--- config.mk ---
export PLATFORM = sky130hd
export DESIGN_NAME = periph_demux_top
export DESIGN_NICKNAME = d
export VERILOG_FILES = /design/src/source/demux_bus_pkg.sv /design/src/source/demux_map_pkg.sv /design/src/source/core_req_if.sv /design/src/source/addr_map_decoder.sv /design/src/source/pe_bridge.sv /design/src/source/demux_ctrl.sv /design/src/source/periph_demux_top.sv
export SDC_FILE = /design/constraint.sdc
export NUM_CORES = 1
export LEC_CHECK = 0
export BUFFER_PORTS_ARGS = -buffer_cell sky130_fd_sc_hd__buf_2
export CAP_MARGIN = 20
export CELL_PAD_IN_SITES_DETAIL_PLACEMENT = 1
export CELL_PAD_IN_SITES_GLOBAL_PLACEMENT = 2
export CORE_AREA = 2 2 167 169
export CTS_BUF_LIST = sky130_fd_sc_hd__clkbuf_4
export DETAILED_ROUTE_END_ITERATION = 8
export DIE_AREA = 0 0 169 171
export GPL_TIMING_DRIVEN = 0
export PLACE_DENSITY_LB_ADDON = 0.1
export REMOVE_ABC_BUFFERS = 1
export SETUP_SLACK_MARGIN = 0.2
export SLEW_MARGIN = 30
export SYNTH_ARGS = -nofsm -noshare
export SYNTH_HDL_FRONTEND = slang
export SYNTH_HIERARCHICAL = 1
export SYNTH_SLANG_ARGS = --single-unit
--- constraint.sdc ---
create_clock -name clk -period 2.4 [get_ports clk]
set_input_delay 0.36 -clock clk [delete_from_list [all_inputs] [get_ports clk]]
set_output_delay 0.36 -clock clk [all_outputs]
set_load 0.005 [all_outputs]
--- src/source/demux_bus_pkg.sv ---
`default_nettype none

package demux_bus_pkg;

  // ********************
  // Bus widths
  // ********************
  localparam int unsigned addr_w = 32;
  localparam int unsigned data_w = 32;
  localparam int unsigned be_w   = data_w / 8;  // One enable per byte lane

  // ********************
  // Bus types
  // ********************
  typedef logic [addr_w-1:0] addr_t;
  typedef logic [data_w-1:0] data_t;
  typedef logic [be_w-1:0]   be_t;

  // Target of a core request
  typedef enum logic [1:0] {
    DEST_SH,   // Shared TCDM
    DEST_PE,   // Peripheral interconnect
    DEST_EXT   // Demux peripherals
  } dest_e;

endpackage

`default_nettype wire

--- src/source/demux_map_pkg.sv ---
`default_nettype none

package demux_map_pkg;

  // ********************
  // Address fields
  // ********************
  localparam int unsigned region_msb = 31;
  localparam int unsigned region_lsb = 20;
  localparam int unsigned nibble_lsb = 28;  // Low bit of the swapped nibble
  localparam int unsigned ext_sel_bit = 14;  // EXT select inside DEM_PER

  typedef logic [region_msb-region_lsb:0] region_t;

  // Nibble exchanged with the cluster base
  localparam logic [3:0] cluster_nibble = 4'h1;

  // ********************
  // Cluster regions
  // ********************
  // Offsets from the region base of this cluster
  localparam int unsigned off_tcdm_rw = 0;
  localparam int unsigned off_tcdm_ts = 1;
  localparam int unsigned off_dem_per = 2;

  localparam int unsigned cluster_id_w = 6;
  localparam int unsigned base_w       = 4;

endpackage

`default_nettype wire

--- src/source/core_req_if.sv ---
`default_nettype none

// One load/store request channel
interface core_req_if;

  logic                 req;
  demux_bus_pkg::addr_t add;
  logic                 wen;    // High for a load
  demux_bus_pkg::data_t wdata;
  demux_bus_pkg::be_t   be;
  logic                 gnt;

  modport master (
    output req,
    output add,
    output wen,
    output wdata,
    output be,
    input  gnt
  );

  modport slave (
    input  req,
    input  add,
    input  wen,
    input  wdata,
    input  be,
    output gnt
  );

endinterface

`default_nettype wire

--- src/source/addr_map_decoder.sv ---
`default_nettype none

module addr_map_decoder (
  input  demux_bus_pkg::addr_t                   addr_i,
  input  logic [demux_map_pkg::base_w-1:0]       base_addr_i,
  input  logic [demux_map_pkg::cluster_id_w-1:0] cluster_id_i,
  output demux_bus_pkg::addr_t                   addr_o,
  output demux_bus_pkg::dest_e                   dest_o
);

  logic [demux_map_pkg::base_w-1:0] nibble_in;
  logic [demux_map_pkg::base_w-1:0] nibble_out;
  demux_map_pkg::region_t           region_base;
  demux_map_pkg::region_t           tcdm_rw;
  demux_map_pkg::region_t           tcdm_ts;
  demux_map_pkg::region_t           dem_per;
  demux_map_pkg::region_t           region;

  // ********************
  // Nibble swap
  // ********************
  assign nibble_in = addr_i[demux_bus_pkg::addr_w-1:demux_map_pkg::nibble_lsb];

  always_comb
  begin
    if (nibble_in == base_addr_i)
      nibble_out = demux_map_pkg::cluster_nibble;
    else if (nibble_in == demux_map_pkg::cluster_nibble)
      nibble_out = base_addr_i;
    else
      nibble_out = nibble_in;  // Outside the cluster, untouched
  end

  assign addr_o = {nibble_out, addr_i[demux_map_pkg::nibble_lsb-1:0]};

  // Each cluster owns four 1 MB regions above the base
  assign region_base = {base_addr_i, 8'h00} + demux_map_pkg::region_t'({cluster_id_i, 2'b00});
  assign tcdm_rw     = region_base + demux_map_pkg::region_t'(demux_map_pkg::off_tcdm_rw);
  assign tcdm_ts     = region_base + demux_map_pkg::region_t'(demux_map_pkg::off_tcdm_ts);
  assign dem_per     = region_base + demux_map_pkg::region_t'(demux_map_pkg::off_dem_per);

  assign region = addr_o[demux_map_pkg::region_msb:demux_map_pkg::region_lsb];

  // ********************
  // Destination
  // ********************
  always_comb
  begin
    if ((region == tcdm_rw) || (region == tcdm_ts))
      dest_o = demux_bus_pkg::DEST_SH;  // RW and test-and-set aliases of the TCDM
    else if ((region == dem_per) && addr_o[demux_map_pkg::ext_sel_bit])
      dest_o = demux_bus_pkg::DEST_EXT;
    else
      dest_o = demux_bus_pkg::DEST_PE;  // Cluster peripherals and the rest of the map
  end

endmodule

`default_nettype wire

--- src/source/pe_bridge.sv ---
`default_nettype none

module pe_bridge (
  input  logic                 clk,
  input  logic                 rst_ni,

  core_req_if.slave            core_side,

  // Peripheral interconnect port
  output logic                 pe_req_o,
  input  logic                 pe_gnt_i,
  input  logic                 pe_r_valid_i,
  input  demux_bus_pkg::data_t pe_r_rdata_i,
  input  logic                 pe_r_opc_i,

  // Pipelined response towards the core
  output logic                 resp_valid_o,
  output demux_bus_pkg::data_t resp_rdata_o,
  output logic                 resp_opc_o
);

  typedef enum logic [1:0] {
    ST_IDLE,
    ST_PENDING,
    ST_GRANTED
  } state_e;

  state_e               state_q;
  state_e               state_d;
  logic                 valid_s0_q;
  demux_bus_pkg::data_t rdata_s0_q;
  logic                 opc_s0_q;

  // ********************
  // Transaction FSM
  // ********************
  always_ff @(posedge clk, negedge rst_ni)
  begin
    if (!rst_ni)
      state_q <= ST_IDLE;
    else
      state_q <= state_d;
  end

  always_comb
  begin
    state_d        = state_q;
    pe_req_o       = 1'b0;
    core_side.gnt  = 1'b0;

    case (state_q)
      ST_IDLE:
      begin
        pe_req_o = core_side.req;  // Held high under back-pressure
        if (core_side.req && pe_gnt_i)
          state_d = ST_PENDING;
      end

      ST_PENDING:
      begin
        // Wait for the interconnect to answer
        if (pe_r_valid_i)
          state_d = ST_GRANTED;
      end

      ST_GRANTED:
      begin
        core_side.gnt = 1'b1;  // Core sees the grant only once the answer is in
        state_d       = ST_IDLE;
      end

      default:
      begin
        state_d = ST_IDLE;
      end
    endcase
  end

  // ********************
  // Response pipeline
  // ********************
  // Stage 0 captures the answer, stage 1 lines it up after the core grant
  always_ff @(posedge clk, negedge rst_ni)
  begin
    if (!rst_ni)
    begin
      valid_s0_q   <= 1'b0;
      rdata_s0_q   <= '0;
      opc_s0_q     <= 1'b0;
      resp_valid_o <= 1'b0;
      resp_rdata_o <= '0;
      resp_opc_o   <= 1'b0;
    end
    else
    begin
      valid_s0_q   <= pe_r_valid_i;
      resp_valid_o <= valid_s0_q;
      if (pe_r_valid_i)
      begin
        rdata_s0_q <= pe_r_rdata_i;
        opc_s0_q   <= pe_r_opc_i;
      end
      if (valid_s0_q)
      begin
        resp_rdata_o <= rdata_s0_q;
        resp_opc_o   <= opc_s0_q;
      end
    end
  end

endmodule

`default_nettype wire

--- src/source/demux_ctrl.sv ---
`default_nettype none

module demux_ctrl (
  input  logic                 clk,
  input  logic                 rst_ni,

  // Core side
  input  logic                 core_req_i,
  input  demux_bus_pkg::addr_t core_add_i,    // Already remapped
  input  logic                 core_wen_i,
  input  demux_bus_pkg::data_t core_wdata_i,
  input  demux_bus_pkg::be_t   core_be_i,
  output logic                 core_gnt_o,
  output logic                 core_r_valid_o,
  output demux_bus_pkg::data_t core_r_rdata_o,
  output logic                 core_r_opc_o,

  input  demux_bus_pkg::dest_e dest_i,

  // Shared TCDM
  output logic                 sh_req_o,
  input  logic                 sh_gnt_i,
  input  logic                 sh_r_valid_i,
  input  demux_bus_pkg::data_t sh_r_rdata_i,

  // Demux peripherals
  output logic                 ext_req_o,
  input  logic                 ext_gnt_i,
  input  logic                 ext_r_valid_i,
  input  demux_bus_pkg::data_t ext_r_rdata_i,
  input  logic                 ext_r_opc_i,

  // Peripheral interconnect through the bridge
  core_req_if.master           pe_req,
  input  logic                 pe_r_valid_i,
  input  demux_bus_pkg::data_t pe_r_rdata_i,
  input  logic                 pe_r_opc_i,

  output logic                 perf_l2_ld_o,
  output logic                 perf_l2_st_o,
  output logic                 perf_l2_ld_cyc_o,
  output logic                 perf_l2_st_cyc_o
);

  demux_bus_pkg::dest_e resp_dest_q;
  logic                 l2_req;
  logic                 l2_gnt;

  assign pe_req.add   = core_add_i;
  assign pe_req.wen   = core_wen_i;
  assign pe_req.wdata = core_wdata_i;
  assign pe_req.be    = core_be_i;

  // ********************
  // Request steering
  // ********************
  assign sh_req_o   = core_req_i && (dest_i == demux_bus_pkg::DEST_SH);
  assign ext_req_o  = core_req_i && (dest_i == demux_bus_pkg::DEST_EXT);
  assign pe_req.req = core_req_i && (dest_i == demux_bus_pkg::DEST_PE);

  always_comb
  begin
    case (dest_i)
      demux_bus_pkg::DEST_SH:  core_gnt_o = core_req_i && sh_gnt_i;
      demux_bus_pkg::DEST_EXT: core_gnt_o = core_req_i && ext_gnt_i;
      demux_bus_pkg::DEST_PE:  core_gnt_o = core_req_i && pe_req.gnt;
      default:                 core_gnt_o = 1'b0;
    endcase
  end

  // Remember where the last request went so the answer comes from there
  always_ff @(posedge clk, negedge rst_ni)
  begin
    if (!rst_ni)
      resp_dest_q <= demux_bus_pkg::DEST_SH;
    else if (core_req_i)
      resp_dest_q <= dest_i;
  end

  // ********************
  // Response select
  // ********************
  always_comb
  begin
    case (resp_dest_q)
      demux_bus_pkg::DEST_PE:
      begin
        core_r_valid_o = pe_r_valid_i;
        core_r_rdata_o = pe_r_rdata_i;
        core_r_opc_o   = pe_r_opc_i;
      end
      demux_bus_pkg::DEST_EXT:
      begin
        core_r_valid_o = ext_r_valid_i;
        core_r_rdata_o = ext_r_rdata_i;
        core_r_opc_o   = ext_r_opc_i;
      end
      default:
      begin
        core_r_valid_o = sh_r_valid_i;
        core_r_rdata_o = sh_r_rdata_i;
        core_r_opc_o   = 1'b0;  // TCDM never reports an error
      end
    endcase
  end

  // L2 means anything beyond the TCDM
  assign l2_req = ext_req_o || pe_req.req;
  assign l2_gnt = (ext_req_o && ext_gnt_i) || (pe_req.req && pe_req.gnt);

  assign perf_l2_ld_o     = l2_gnt && core_wen_i;
  assign perf_l2_st_o     = l2_gnt && !core_wen_i;
  assign perf_l2_ld_cyc_o = l2_req && core_wen_i;   // Counts stall cycles too
  assign perf_l2_st_cyc_o = l2_req && !core_wen_i;

endmodule

`default_nettype wire

--- src/source/periph_demux_top.sv ---
`default_nettype none

module periph_demux_top (
  input  logic                 clk,
  input  logic                 rst_ni,
  input  logic [3:0]           base_addr_i,
  input  logic [5:0]           cluster_id_i,

  // Core
  input  logic                 data_req_i,
  input  demux_bus_pkg::addr_t data_add_i,
  input  logic                 data_wen_i,
  input  demux_bus_pkg::data_t data_wdata_i,
  input  demux_bus_pkg::be_t   data_be_i,
  output logic                 data_gnt_o,
  output logic                 data_r_valid_o,
  output demux_bus_pkg::data_t data_r_rdata_o,
  output logic                 data_r_opc_o,

  // Shared TCDM
  output logic                 sh_req_o,
  output demux_bus_pkg::addr_t sh_add_o,
  output logic                 sh_wen_o,
  output demux_bus_pkg::data_t sh_wdata_o,
  output demux_bus_pkg::be_t   sh_be_o,
  input  logic                 sh_gnt_i,
  input  logic                 sh_r_valid_i,
  input  demux_bus_pkg::data_t sh_r_rdata_i,

  // Demux peripherals
  output logic                 ext_req_o,
  output demux_bus_pkg::addr_t ext_add_o,
  output logic                 ext_wen_o,
  output demux_bus_pkg::data_t ext_wdata_o,
  output demux_bus_pkg::be_t   ext_be_o,
  input  logic                 ext_gnt_i,
  input  logic                 ext_r_valid_i,
  input  demux_bus_pkg::data_t ext_r_rdata_i,
  input  logic                 ext_r_opc_i,

  // Peripheral interconnect
  output logic                 pe_req_o,
  output demux_bus_pkg::addr_t pe_add_o,
  output logic                 pe_wen_o,
  output demux_bus_pkg::data_t pe_wdata_o,
  output demux_bus_pkg::be_t   pe_be_o,
  input  logic                 pe_gnt_i,
  input  logic                 pe_r_valid_i,
  input  demux_bus_pkg::data_t pe_r_rdata_i,
  input  logic                 pe_r_opc_i,

  output logic                 perf_l2_ld_o,
  output logic                 perf_l2_st_o,
  output logic                 perf_l2_ld_cyc_o,
  output logic                 perf_l2_st_cyc_o
);

  demux_bus_pkg::addr_t add_remap;
  demux_bus_pkg::dest_e dest;
  logic                 pe_resp_valid;
  demux_bus_pkg::data_t pe_resp_rdata;
  logic                 pe_resp_opc;

  core_req_if pe_req ();

  addr_map_decoder u_decoder (
    .addr_i       ( data_add_i   ),
    .base_addr_i  ( base_addr_i  ),
    .cluster_id_i ( cluster_id_i ),
    .addr_o       ( add_remap    ),
    .dest_o       ( dest         )
  );

  demux_ctrl u_ctrl (
    .clk              ( clk              ),
    .rst_ni           ( rst_ni           ),
    .core_req_i       ( data_req_i       ),
    .core_add_i       ( add_remap        ),
    .core_wen_i       ( data_wen_i       ),
    .core_wdata_i     ( data_wdata_i     ),
    .core_be_i        ( data_be_i        ),
    .core_gnt_o       ( data_gnt_o       ),
    .core_r_valid_o   ( data_r_valid_o   ),
    .core_r_rdata_o   ( data_r_rdata_o   ),
    .core_r_opc_o     ( data_r_opc_o     ),
    .dest_i           ( dest             ),
    .sh_req_o         ( sh_req_o         ),
    .sh_gnt_i         ( sh_gnt_i         ),
    .sh_r_valid_i     ( sh_r_valid_i     ),
    .sh_r_rdata_i     ( sh_r_rdata_i     ),
    .ext_req_o        ( ext_req_o        ),
    .ext_gnt_i        ( ext_gnt_i        ),
    .ext_r_valid_i    ( ext_r_valid_i    ),
    .ext_r_rdata_i    ( ext_r_rdata_i    ),
    .ext_r_opc_i      ( ext_r_opc_i      ),
    .pe_req           ( pe_req.master    ),
    .pe_r_valid_i     ( pe_resp_valid    ),
    .pe_r_rdata_i     ( pe_resp_rdata    ),
    .pe_r_opc_i       ( pe_resp_opc      ),
    .perf_l2_ld_o     ( perf_l2_ld_o     ),
    .perf_l2_st_o     ( perf_l2_st_o     ),
    .perf_l2_ld_cyc_o ( perf_l2_ld_cyc_o ),
    .perf_l2_st_cyc_o ( perf_l2_st_cyc_o )
  );

  pe_bridge u_pe_bridge (
    .clk          ( clk           ),
    .rst_ni       ( rst_ni        ),
    .core_side    ( pe_req.slave  ),
    .pe_req_o     ( pe_req_o      ),
    .pe_gnt_i     ( pe_gnt_i      ),
    .pe_r_valid_i ( pe_r_valid_i  ),
    .pe_r_rdata_i ( pe_r_rdata_i  ),
    .pe_r_opc_i   ( pe_r_opc_i    ),
    .resp_valid_o ( pe_resp_valid ),
    .resp_rdata_o ( pe_resp_rdata ),
    .resp_opc_o   ( pe_resp_opc   )
  );

  // ********************
  // Payload fan-out
  // ********************
  assign sh_add_o    = add_remap;
  assign sh_wen_o    = data_wen_i;
  assign sh_wdata_o  = data_wdata_i;
  assign sh_be_o     = data_be_i;

  assign ext_add_o   = add_remap;
  assign ext_wen_o   = data_wen_i;
  assign ext_wdata_o = data_wdata_i;
  assign ext_be_o    = data_be_i;

  // PE payload as carried by the bridge channel
  assign pe_add_o    = pe_req.add;
  assign pe_wen_o    = pe_req.wen;
  assign pe_wdata_o  = pe_req.wdata;
  assign pe_be_o     = pe_req.be;

endmodule

`default_nettype wire

Word level (Yosys, flattened, before mapping)
Cells that the tools add are included.
{"block": "classes", "muxes": 13, "reduce_logical": 21, "n_addsub": 3, "n_eq_ne": 13}
{"operator": "32-bit case mux with 2 select lines", "count": 1}
{"operator": "12-bit equality test", "count": 3}
{"operator": "1-bit logical AND", "count": 14}
{"operator": "12-bit by 1-bit adder with 12-bit output, second input constant", "count": 1}
{"operator": "12-bit by 2-bit adder with 12-bit output, second input constant", "count": 1}
{"operator": "12-bit by 8-bit adder with 12-bit output", "count": 1}
{"operator": "2-bit 2-to-1 mux", "count": 4}
{"operator": "4-bit 2-to-1 mux", "count": 2}
{"operator": "2-bit by 1-bit equality test with 1-bit output, second input constant", "count": 3}
{"operator": "2-bit equality test, second input constant", "count": 3}
{"operator": "4-bit by 1-bit equality test with 1-bit output, second input constant", "count": 1}
{"operator": "4-bit equality test", "count": 1}
{"operator": "2-bit zero test", "count": 2}
{"operator": "1-bit case mux with 2 select lines", "count": 2}
{"operator": "2-bit case mux with 2 select lines", "count": 1}
{"operator": "1-bit logical OR", "count": 3}
{"operator": "1-bit case mux with 3 select lines", "count": 1}
{"operator": "1-bit 2-to-1 mux", "count": 2}
{"operator": "2-bit by 1-bit != test with 1-bit output, second input constant", "count": 1}
{"operator": "2-bit != test, second input constant", "count": 1}
{"operator": "2-bit AND reduction", "count": 1}
{"operator": "1-bit zero test", "count": 1}
{"block": "totals", "register_bits": 72, "input_bits": 186}

Depth between registers and ports, before layout
Gate-level depths: netlist of the first run.
{"block": "logic_depth", "depth_word": 12, "depth_mapped": 8, "mapped_depth_nobuf": 8}

Hierarchy
Netlist of the first run, hierarchy kept.
{"module": "pe_bridge", "cells_each": 150, "instances": 1, "area_per_inst_um2": 2900.3}
{"module": "demux_ctrl", "cells_each": 213, "instances": 1, "area_per_inst_um2": 1435.1}
{"module": "periph_demux_top", "cells_each": 106, "instances": 1, "area_per_inst_um2": 795.8}
{"module": "addr_map_decoder", "cells_each": 54, "instances": 1, "area_per_inst_um2": 424.2}

Worst setup path after synthesis of the first run
No wires, ideal clock.
{"block": "synth_timing", "kind": "input to output", "start": "input data_add_i[29]", "end": "output data_gnt_o", "t_required_ns": 2.040, "slack_ns": 0.061, "n_path_buf": 0, "cell_stages": 7, "t_arrival_ns": 1.979, "cell_sequence": "nor4b_4 -> nand3_2 -> nor4_2 -> inv_1 -> ha_1 -> nor2_1 -> a2111oi_2"}
{"block": "synth_between", "elab_chain_len": 9}
{"item": "start: declaration", "line_no": "periph_demux_top.sv:11", "text": "input demux_bus_pkg::addr_t data_add_i,"}
{"item": "4-bit by 1-bit equality test with 1-bit output", "line_no": "addr_map_decoder.sv:28", "text": "else if (nibble_in == demux_map_pkg::cluster_nibble)"}
{"item": "4-bit 2-to-1 mux", "line_no": "addr_map_decoder.sv:28"}
{"item": "4-bit 2-to-1 mux *", "line_no": "addr_map_decoder.sv:26", "text": "if (nibble_in == base_addr_i)"}
{"item": "12-bit equality test", "line_no": "addr_map_decoder.sv:51", "text": "else if ((region == dem_per) && addr_o[demux_map_pkg::ext_sel_bit])"}
{"item": "1-bit logical AND", "line_no": "addr_map_decoder.sv:51"}
{"item": "2-bit 2-to-1 mux", "line_no": "addr_map_decoder.sv:51"}
{"item": "2-bit 2-to-1 mux *", "line_no": "addr_map_decoder.sv:49", "text": "if ((region == tcdm_rw) || (region == tcdm_ts))"}
{"item": "net dest[1]", "line_no": "periph_demux_top.sv:59", "text": "demux_bus_pkg::dest_e dest;"}
{"item": "2-bit by 1-bit equality test with 1-bit output, or another cell as far along", "line_no": "demux_ctrl.sv:63", "text": "case (dest_i)"}
{"item": "1-bit case mux with 3 select lines *", "line_no": "demux_ctrl.sv:63"}
{"item": "end: declaration", "line_no": "periph_demux_top.sv:15", "text": "output logic data_gnt_o,"}
Mark *: on every way through the listed nets, which the timed path passes. The rest lies on a longest branch.

Final worst setup path of the first run
{"block": "layout_timing", "start": "input data_add_i[31]", "end": "output data_gnt_o"}
The elaborated chain is that of the path after synthesis.

==> flow_summary.json, run 1 <==
{
  "fin_nets": 752,
  "finalMaxSlewViolations": 0,
  "io_pins": 435,
  "violations": "negative setup slack",
  "min_from": "pe_r_rdata_i[17]",
  "synth_area_leaders": "dfrtp_1 32%, buf_4 29%, mux2_4 16%",
  "syn_inst": 523,
  "path_class": "input port to output pin",
  "fin_crit_ns": 2.54,
  "clk_pin_slew_ns": 0.15,
  "fin_crit_sh_pct": 106,
  "rsz0062_at_grt": "yes",
  "r2r_start": "u_pe_bridge/valid_s0_q",
  "cts_buffers": 9,
  "min_path_type": "input port to register",
  "cts_tree": "done",
  "vias": 4138,
  "cp.arrival_ns": 2.18,
  "drtIter0Drc": 151,
  "yosysMostFrequentCell": "buf_4",
  "grt_max_degree": 53,
  "route.detailed.drc": 0,
  "die_w_um": 169,
  "insertion_delay_ns": 0.46,
  "antenna_found_initial": 5,
  "first_pass_iters": 4,
  "final-setup-viol-count": 4,
  "initial_core_util_pct": 20.3,
  "status": "complete, but fails checks",
  "die_area_um2": 28900,
  "syn_to_final_growth_pct": 20.7,
  "synth.yosys.seq_area_share_pct": 32.4,
  "worstPathRequired_ns": 2.04,
  "clock.fmax_ghz": 0.393,
  "dpl.hpwl_mm": 23.8,
  "grt_pass1_vias": 4226,
  "slew_headroom_pct": 47.8,
  "timing.final.ws_setup_ns": -0.142,
  "drv_cap": 0,
  "drive_above_1_share_pct": 76.8,
  "synthDistinctLibCells": 35,
  "synth_edf_count": 0,
  "core_area_um2": 27300,
  "synthArstFlopShare_pct": 100,
  "power.total_mw": 3.67,
  "syn_area_um2": 5560,
  "synth_flop_cell": "dfrtp_1",
  "worstSetupStartpoint": "data_add_i[31]",
  "start_kind": "input port",
  "place_congestion": 0.746,
  "overflow": 0,
  "fin_skew_ns": 0.0166,
  "avgSynthCellArea_um2": 10.6,
  "p_leak_nw": 3.18,
  "ys_top_cells_by_count": "212 x buf_4, 72 x dfrtp_1, 59 x mux2_4",
  "synth_seq_cells": 72,
  "wl_mm": 31.7,
  "post-synth-top-area-cell": "dfrtp_1",
  "cp_max_fo": 4,
  "synth_top_area_share_pct": 32.4,
  "cts_buffer_depth": 2,
  "vdd.ir_drop.worst_mv": 0.222,
  "die_h_um": 171,
  "grtUsageTotal_pct": 21.1,
  "clock-sinks": 72,
  "htree_num_levels": 3,
  "viasPerCell": 4.52,
  "portBuffers": 214,
  "hold_viol_final": 0,
  "finish.utilization_pct": 24.5,
  "cp-end-kind": "output pin",
  "ant_nets": 0,
  "tightest_slew_ns": 0.783,
  "fp-row-count": 61,
  "yosysWarnings": 6,
  "clockRootBuffer": "clkbuf_4",
  "wl_per_cell_um": 34.6,
  "grt_pass1_wl_mm": 40.4,
  "pwr_density_cell_nw_per_um2": 547
}
## placed cells by master, fill, tap and decap left out, types with 2 or more instances in the layout
master / netlist / routed
diode_2: 0 / 4
inv_2: 1 / 5
buf_6: 5 / 8
buf_8: 0 / 3
a21oi_1: 4 / 4
clkbuf_16: 0 / 3
clkbuf_4: 0 / 9
nand2_1: 35 / 18
o21ai_2: 0 / 28
nand2_4: 0 / 6
a22oi_2: 4 / 27
nor2_1: 6 / 5
bufinv_16: 0 / 4
a22oi_1: 31 / 8
buf_16: 0 / 10
o21ai_0: 7 / 2
o21ai_4: 0 / 5
nand2b_1: 3 / 3
ha_4: 0 / 4
nor2b_1: 2 / 2
xor2_1: 4 / 4
dfrtp_1: 72 / 71
and2_4: 0 / 3
buf_12: 6 / 10
nand2_2: 0 / 11
buf_4: 212 / 10
buf_2: 1 / 207
mux2_4: 59 / 59
xnor2_1: 6 / 5
mux2_2: 7 / 7
## state kept, by name, summed over array words and instances, names as in the netlist
signal and count:
u_pe_bridge/opc_s0_q 1, u_ctrl/resp_dest_q 2, u_pe_bridge/resp_rdata_o 32, u_pe_bridge/state_q 2
u_pe_bridge/resp_valid_o 1, u_pe_bridge/resp_opc_o 1, u_pe_bridge/rdata_s0_q 32, u_pe_bridge/valid_s0_q 1
## stage by stage
step | TNS (ns) | setup slack (ns) | area, um^2 | hold WS [ns] | cells
2_1_floorplan | 0 | 0.0612 | 3770 | 0.0644 | 297
3_3_place_gp | -29.35 | -0.858 | 5280 | 0.456 | 857
3_5_place_dp | -2.87 | -0.603 | 5400 | 0.236 | 861
4_1_cts | -0.530 | -0.207 | 6370 | 0.0671 | 904
5_1_grt | -1.21 | -0.302 | 6700 | 0.0615 | 912
6_report | -0.389 | -0.142 | 6710 | 0.111 | 915
## area by class of cell
class                   instances  area (um^2)
fillers                      3118        20600
multi-input cells             219         2420
repair buffers                252         1810
flip-flops and latches         72         1810
well taps                     346          433
clock inverters                 7          143
clock buffers                   9         67.6
inverters                       6         22.5
diodes                          4         10.0
## kinds of logic after synthesis
logic type	count (synthesis)	synth area share [%]
AOI/OAI and AO/OA	78	9.30
xor gates and xnor gates	10	1.58
adders and majority gates	6	1.35
buffers and inverters	232	32.5
DFF	72	32.4
muxes	66	17.4
and+or+nand+nor	59	5.52
## timing repair
action / 4_1_cts / 5_1_grt
cloned: 6 / 3
setup buffers: 20 / 4
hold buffers: 1 / 0
pin swaps: 48 / 33
hold endpoints to repair: 20 / 0
endpoints found under the setup margin: 42 / 42
gates resized for setup: 89 / 50
## where the power goes
part	switching (mW)	leakage, nW	internal, mW
Sequential	0.115	0.846	1.36
Combinational	0.439	2.23	0.605
Clock	0.517	0.111	0.635
## worst max-delay path: stages
cell and delay, ns:
buf_8 0.10, nor4b_4 0.24, buf_4 0.18, nand3_4 0.08
nor4_4 0.35, inv_2 0.11, ha_4 0.24, a2111oi_4 0.34
buf_2 0.17
## layer usage
layer	up-vias	global-route usage (%)	share of wire, %
li1	1635	-	-
met1	2007	20.0	33
met2	454	33.0	45
met3	33	19.2	20
met4	9	4.72	1.5
met5	-	9.22	1.0
## path summary, 6_finish.rpt
path / endpoint / slack [ns] / depth (start not counted)
max: data_gnt_o / -0.14 / 9
min: u_pe_bridge/rdata_s0_q[17] / 0.11 / 2
max reg2reg: u_pe_bridge/resp_rdata_o[23] / 0.99 / 2
min reg2reg: u_pe_bridge/state_q[0] / 0.49 / 1
max in group asynchronous: u_pe_bridge/valid_s0_q / 1.48 / 3
min in group asynchronous: u_pe_bridge/resp_rdata_o[27] / 0.31 / 2
No activity file was read; power rests on OpenSTA's default activity.
==> inputs of run 2 (changes only) <==
- CELL_PAD_IN_SITES_DETAIL_PLACEMENT: 1 -> 0
- CELL_PAD_IN_SITES_GLOBAL_PLACEMENT: 2 -> 1
- CORE_AREA: 2 2 167 169 -> 2 2 169 171
- CTS_CLUSTER_SIZE: default -> 28
- DIE_AREA: 0 0 169 171 -> 0 0 171 173
==> run 2 against run 1 <==
The run still ends with negative setup slack left. Clock power decreased by 18%. Utilization increased by 0.21 points. Setup slack got worse by 0.082 ns. Routed wire length decreased by 3.2%. Flip-flop and latch count unchanged. Hold slack got worse by 0.0029 ns. Sequential share of layout area decreased by 0.53 points. Clock skew increased by 0.0048 ns. Largest power group unchanged.
==> flow_summary.json, run 2 (synthesized netlist as in run 1, its figures left out) <==
{
  "min_path_type": "input port to register",
  "clk_pin_slew_ns": 0.15,
  "fin_skew_ns": 0.0214,
  "fin_cells": 953,
  "crit_slowest_cell": "nor4_4",
  "worst-path-buf-inv": 5,
  "violations": "negative setup slack",
  "grt_pass1_vias": 4041,
  "cp-end-kind": "output pin",
  "route.detailed.drc": 0,
  "first_pass_iters": 4,
  "wl_mm": 30.7,
  "tightest_slew_ns": 0.770,
  "cp_max_fo": 3,
  "core_area_um2": 27600,
  "cp.arrival_ns": 2.26,
  "critPathTopFamily": "simple AND/OR/NAND/NOR gates",
  "path_cells": "buf_8 > nor4b_4 > nand3_2 > nor4_4 > inv_2 > buf_6 > ha_4 > a22oi_2 > buf_4 > nor3b_2 > buf_2",
  "finalSetupTns_ns": -0.946,
  "vdd.ir_drop.worst_mv": 0.226,
  "power.total_mw": 3.47,
  "grt_max_degree": 47,
  "die_w_um": 171,
  "fin_crit_ns": 2.62,
  "slew_headroom_pct": 48.7,
  "clock.fmax_ghz": 0.381,
  "dp.cells": 893,
  "initial_core_util_pct": 20.1,
  "place_congestion": 0.752,
  "layout_common_cells": "208 x buf_2, 71 x dfrtp_1, 59 x mux2_4",
  "reg_top3": "u_pe_bridge/rdata_s0_q: 32 flops, u_pe_bridge/resp_rdata_o: 32 flops",
  "status": "complete, but fails checks",
  "final_area_um2": 6840,
  "worstReg2RegEnd": "u_pe_bridge/resp_rdata_o[3]",
  "min_from": "pe_r_rdata_i[14]",
  "critPathMaxStageDelay_ns": 0.36,
  "overflow": 0,
  "p_leak_nw": 3.23,
  "finish.utilization_pct": 24.8,
  "fp-row-count": 61,
  "clockRootBuffer": "clkbuf_4",
  "die_h_um": 173,
  "io_pins": 435,
  "r2r_start": "u_pe_bridge/valid_s0_q",
  "layout_commonest_cell": "buf_2",
  "grt_pass1_wl_mm": 39.1,
  "cts_tree": "done",
  "vias": 3976,
  "r2r_cells": 2,
  "grtUsageTotal_pct": 20.1,
  "whs_ns": 0.108,
  "cts_buffers": 9,
  "drive_above_1_share_pct": 77.2,
  "dpl.hpwl_mm": 23.0,
  "die_area_um2": 29600,
  "syn_to_final_growth_pct": 23.2,
  "hold_viol_final": 0,
  "hold_path_end": "u_pe_bridge/rdata_s0_q[14]",
  "cp.depth": 11,
  "ant_nets": 0,
  "wl_per_cell_um": 32.2,
  "htree_num_levels": 3,
  "pwr_density_cell_nw_per_um2": 507,
  "start_kind": "input port",
  "post-place-ws_ns": -0.585,
  "portBuffers": 214,
  "viasPerCell": 4.17,
  "antenna_found_initial": 4,
  "final-setup-viol-count": 7,
  "worstSetupStartpoint": "data_add_i[31]",
  "hold_path_depth": 2,
  "fin_crit_sh_pct": 109,
  "rrSetupSlack_ns": 1.04,
  "fin_nets": 761,
  "path_class": "input port to output pin",
  "rsz0062_at_grt": "yes",
  "drtIter0Drc": 160,
  "place_area_um2": 5440,
  "clock-sinks": 72,
  "timing.final.ws_setup_ns": -0.224,
  "insertion_delay_ns": 0.47,
  "worstPathRequired_ns": 2.04,
  "drv_cap": 0,
  "cts_buffer_depth": 2,
  "finalMaxSlewViolations": 0
}
-- run 2: cell types whose count changed in the layout (fill, tap and decap cells not counted), moves of 2 or more --
cell | previous run | this run
bufinv_16 | 4 | 2
o21ai_1 | 1 | 7
a22oi_2 | 27 | 34
clkbuf_16 | 3 | 1
o21ai_2 | 28 | 23
nand2_4 | 6 | 8
diode_2 | 4 | 1
a22oi_1 | 8 | 1
buf_4 | 10 | 13
nand2_2 | 11 | 9
buf_16 | 10 | 14
inv_2 | 5 | 3
clkinvlp_4 | 0 | 2
-- run 2: routing by layer --
metal	GRT usage (%)	part of all wire (%)	vias to the layer above
met4	5.12	2.1	8
li1	-	-	1657
met2	30.7	44	448
met5	5.18	0.58	-
met1	18.5	31	1834
met3	20.2	22	29
-- run 2: area by class of cell --
type / count / area, um^2
Antenna cell: 1 / 2.50
Clock buffer: 9 / 67.6
Clock inverter: 7 / 95.1
Fill cell: 3003 / 20800
Inverter: 6 / 28.8
Multi-Input combinational cell: 219 / 2430
Sequential cell: 72 / 1810
Tap cell: 378 / 473
Timing Repair Buffer: 261 / 1940
-- run 2: worst max-delay path by stage --
stage,to,slack [ns]
CTS,data_gnt_o,-0.28
global route,perf_l2_ld_o,-0.33
detailed placement,data_gnt_o,-0.58
finish,perf_l2_ld_o,-0.22
global placement,data_r_rdata_o[31],-1.03
floorplan,data_gnt_o,0.06
-- run 2: repair_timing --
item | CTS | global route
resized for setup | 111 | 34
pin swaps | 71 | 26
endpoints found under the hold margin | 26 | 0
buffers inserted | 26 | 5
hold buffers | 1 | 0
setup endpoints to repair | 42 | 42
gates cloned | 10 | 1
-- run 2: power breakdown --
part / internal [mW] / switching [mW] / leakage [nW]
logic: 0.630 / 0.427 / 2.29
clock network: 0.424 / 0.519 / 0.0863
registers: 1.36 / 0.112 / 0.846
-- run 2: worst reg2reg max path, delay by kind of cell (launching register included) --
family	cells	cell delay (ns)
DFF	1	0.65
muxes	1	0.34
buffers and inverters	1	0.27
==> inputs of run 3 (changes only) <==
- ABC_AREA: default -> 1
- CORE_AREA: 2 2 169 171 -> 2 2 167 169
- DIE_AREA: 0 0 171 173 -> 0 0 169 171
- PLACE_DENSITY: default -> 0.78
- PLACE_DENSITY_LB_ADDON: 0.1 -> default
==> run 3 against run 2 <==
The run now ends clean. Highest routed layer unchanged. Sequential power fell by 5%. Cell area decreased by 10%. Largest cell class unchanged. Fmax increased by 23%. Global-route usage down 2.3 points. Clock skew up 0.013 ns. Clock-buffer cell count stayed put. Die area shrank 2.3%. Hold slack got worse by 0.0093 ns. Largest power group unchanged. Total power shrank 14%.
==> flow_summary.json, run 3 <==
{
  "layout_commonest_cell": "nand2_1",
  "drive_above_1_share_pct": 38.6,
  "p_switching_mw": 0.981,
  "dpl.hpwl_mm": 21.8,
  "synthArstFlopShare_pct": 100,
  "synthDistinctLibCells": 25,
  "cts_buffers": 9,
  "cp_max_fo": 3,
  "final-setup-viol-count": 0,
  "initial_core_util_pct": 20.8,
  "cts_tree": "done",
  "finish.utilization_pct": 22.5,
  "dp.cells": 1126,
  "rsz0062_at_grt": "yes",
  "die_h_um": 171,
  "clock.fmax_ghz": 0.468,
  "status": "completed",
  "multi_input_area_um2": 1960,
  "ys_top_cells_by_count": "296 x nand2_1, 205 x buf_4, 72 x dfrtp_1",
  "r2r_cells": 2,
  "drv_cap": 0,
  "clk_pin_slew_ns": 0.16,
  "min_path_type": "input port to register",
  "vias": 4788,
  "fin_nets": 1004,
  "hold_viol_final": 0,
  "die_w_um": 169,
  "grt_pass1_wl_mm": 34.8,
  "portBuffers": 214,
  "switching_share_pct": 32.8,
  "p_clk_share_pct": 27.3,
  "fin_crit_ns": 2.14,
  "fin_crit_sh_pct": 89.0,
  "n_fill_cell": 3075,
  "synth_top_area_share_pct": 31.7,
  "min_from": "pe_r_rdata_i[11]",
  "tightest_slew_ns": 0.630,
  "internal_power_mw": 2.01,
  "finalMaxSlewViolations": 0,
  "yosysWarnings": 6,
  "synth.yosys.seq_area_share_pct": 31.7,
  "p_leak_nw": 3.43,
  "synth_area_leaders": "dfrtp_1 32%, buf_4 27%, nand2_1 20%",
  "synth_flop_cell": "dfrtp_1",
  "synth_seq_cells": 72,
  "cp.arrival_ns": 1.78,
  "worstReg2RegEnd": "u_pe_bridge/resp_rdata_o[23]",
  "rrSetupSlack_ns": 1.19,
  "antenna_found_initial": 2,
  "cp-end-kind": "output pin",
  "layout_common_cells": "281 x nand2_1, 201 x buf_2, 71 x dfrtp_1",
  "pwr_density_cell_nw_per_um2": 485,
  "p_comb_share_pct": 26.1,
  "synth_edf_count": 0,
  "yosysMostFrequentCell": "nand2_1",
  "place_congestion": 0.838,
  "path_class": "input port to output pin",
  "vdd.ir_drop.worst_mv": 0.136,
  "syn_to_final_growth_pct": 8.34,
  "hold_path_depth": 3,
  "wl_per_cell_um": 23.0,
  "reg_top3": "u_pe_bridge/rdata_s0_q: 32 flops, u_pe_bridge/resp_rdata_o: 32 flops",
  "syn_inst": 794,
  "drtIter0Drc": 243,
  "post-synth-top-area-cell": "dfrtp_1",
  "viasPerCell": 4.11,
  "clockRootBuffer": "clkbuf_4",
  "fp-row-count": 61,
  "slew_headroom_pct": 58.0,
  "regArea_um2": 1810,
  "worstPathRequired_ns": 2.04,
  "seq_power_share_pct": 46.6,
  "insertion_delay_ns": 0.45,
  "avgSynthCellArea_um2": 7.16,
  "htree_num_levels": 3,
  "wl_mm": 26.8,
  "die_area_um2": 28900,
  "grt_max_degree": 60,
  "hold_path_end": "u_pe_bridge/rdata_s0_q[11]",
  "ant_nets": 0,
  "first_pass_iters": 5,
  "fin_cells": 1165,
  "grtUsageTotal_pct": 17.8,
  "io_pins": 435,
  "fin_skew_ns": 0.0344,
  "cts_buffer_depth": 2,
  "grt_pass1_vias": 4190,
  "overflow": 0,
  "power.total_mw": 2.99,
  "start_kind": "input port",
  "r2r_start": "u_pe_bridge/valid_s0_q",
  "core_area_um2": 27300,
  "syn_area_um2": 5690,
  "clock-sinks": 72,
  "route.detailed.drc": 0
}
run 3: cell types whose count changed after synthesis, moves of 9 or more:
cell	change
a22oi_1	-31
o21ai_0	+26
buf_6	+9
mux2_4	-59
nand2_1	+261
a21oi_2	+9
nor2_1	+35
a21oi_1	+13
inv_1	+62
o21ai_1	-28
run 3: stage by stage:
step | TNS, ns | setup WS (ns) | hold slack, ns | area (um^2)
2_1_floorplan | 0 | 0.455 | 0.0644 | 3850
3_5_place_dp | -0.798 | -0.228 | 0.368 | 5500
3_3_place_gp | -19.30 | -0.614 | 0.457 | 5360
5_1_grt | 0 | 0.138 | 0.0466 | 6160
6_report | 0 | 0.264 | 0.0990 | 6160
4_1_cts | 0 | 0.193 | 0.0284 | 5960
run 3: cell families after synthesis:
kind of cell	synth area share [%]
xor+xnor	0.308
buf+inv	36.7
fa+ha+maj	1.32
flops	31.7
simple gates	23.1
compound gates	6.82
run 3: repair_timing:
action                                  in CTS  in global routing
hold buffers                                 1                  0
pin swaps                                    6                 22
endpoints found under the setup margin      42                 30
resized for setup                           30                 51
hold endpoints to repair                    35                  0
buffers inserted                            12                  6
gates cloned                                 2                  0
run 3: cell type report:
type / instances / area share (%)
diodes: 2 / 0.0813
multi-input cells: 421 / 31.8
flip-flops and latches: 72 / 29.3
clock inverters: 7 / 1.14
clock buffers: 9 / 1.10
repair buffers: 240 / 25.0
inverters: 68 / 4.49
well taps: 346 / 7.03
run 3: how the worst max path moves through the flow:
stage,endpoint,cells after the start,start,slack (ns)
2_1_floorplan,data_r_rdata_o[0],5,u_ctrl/resp_dest_q[0],0.46
3_3_place_gp,data_r_rdata_o[18],6,u_ctrl/resp_dest_q[0],-0.61
3_5_place_dp,perf_l2_ld_cyc_o,14,cluster_id_i[4],-0.23
4_1_cts,data_r_rdata_o[18],6,u_ctrl/resp_dest_q[1],0.19
5_1_grt,data_gnt_o,11,data_add_i[22],0.14
6_report,data_gnt_o,14,cluster_id_i[4],0.26
run 3: power groups by stage:
stage	clock, mW	sequential [mW]	combinational (mW)
4_1_cts	0.894	1.39	0.758
3_5_place_dp	0	1.42	0.696
3_3_place_gp	0	1.42	0.657
6_report	0.818	1.39	0.779
5_1_grt	0.931	1.41	0.879
2_1_floorplan	0	1.41	0.307
run 3: critical path, stage by stage:
cell,delay [ns]
buf_6,0.08
inv_1,0.04
nand2_2,0.05
nand2_2,0.06
nor2_4,0.15
nand2_4,0.08
nor3_4,0.23
inv_2,0.10
ha_4,0.28
nor2_2,0.03
nor2_1,0.08
nand2_1,0.07
inv_1,0.05
buf_2,0.11
run 3: layer usage:
layer | track usage (%) | wire [um]
met2 | 27.3 | 11600
met5 | 6.78 | 179
met4 | 3.79 | 372
met3 | 17.2 | 5600
met1 | 16.9 | 9010
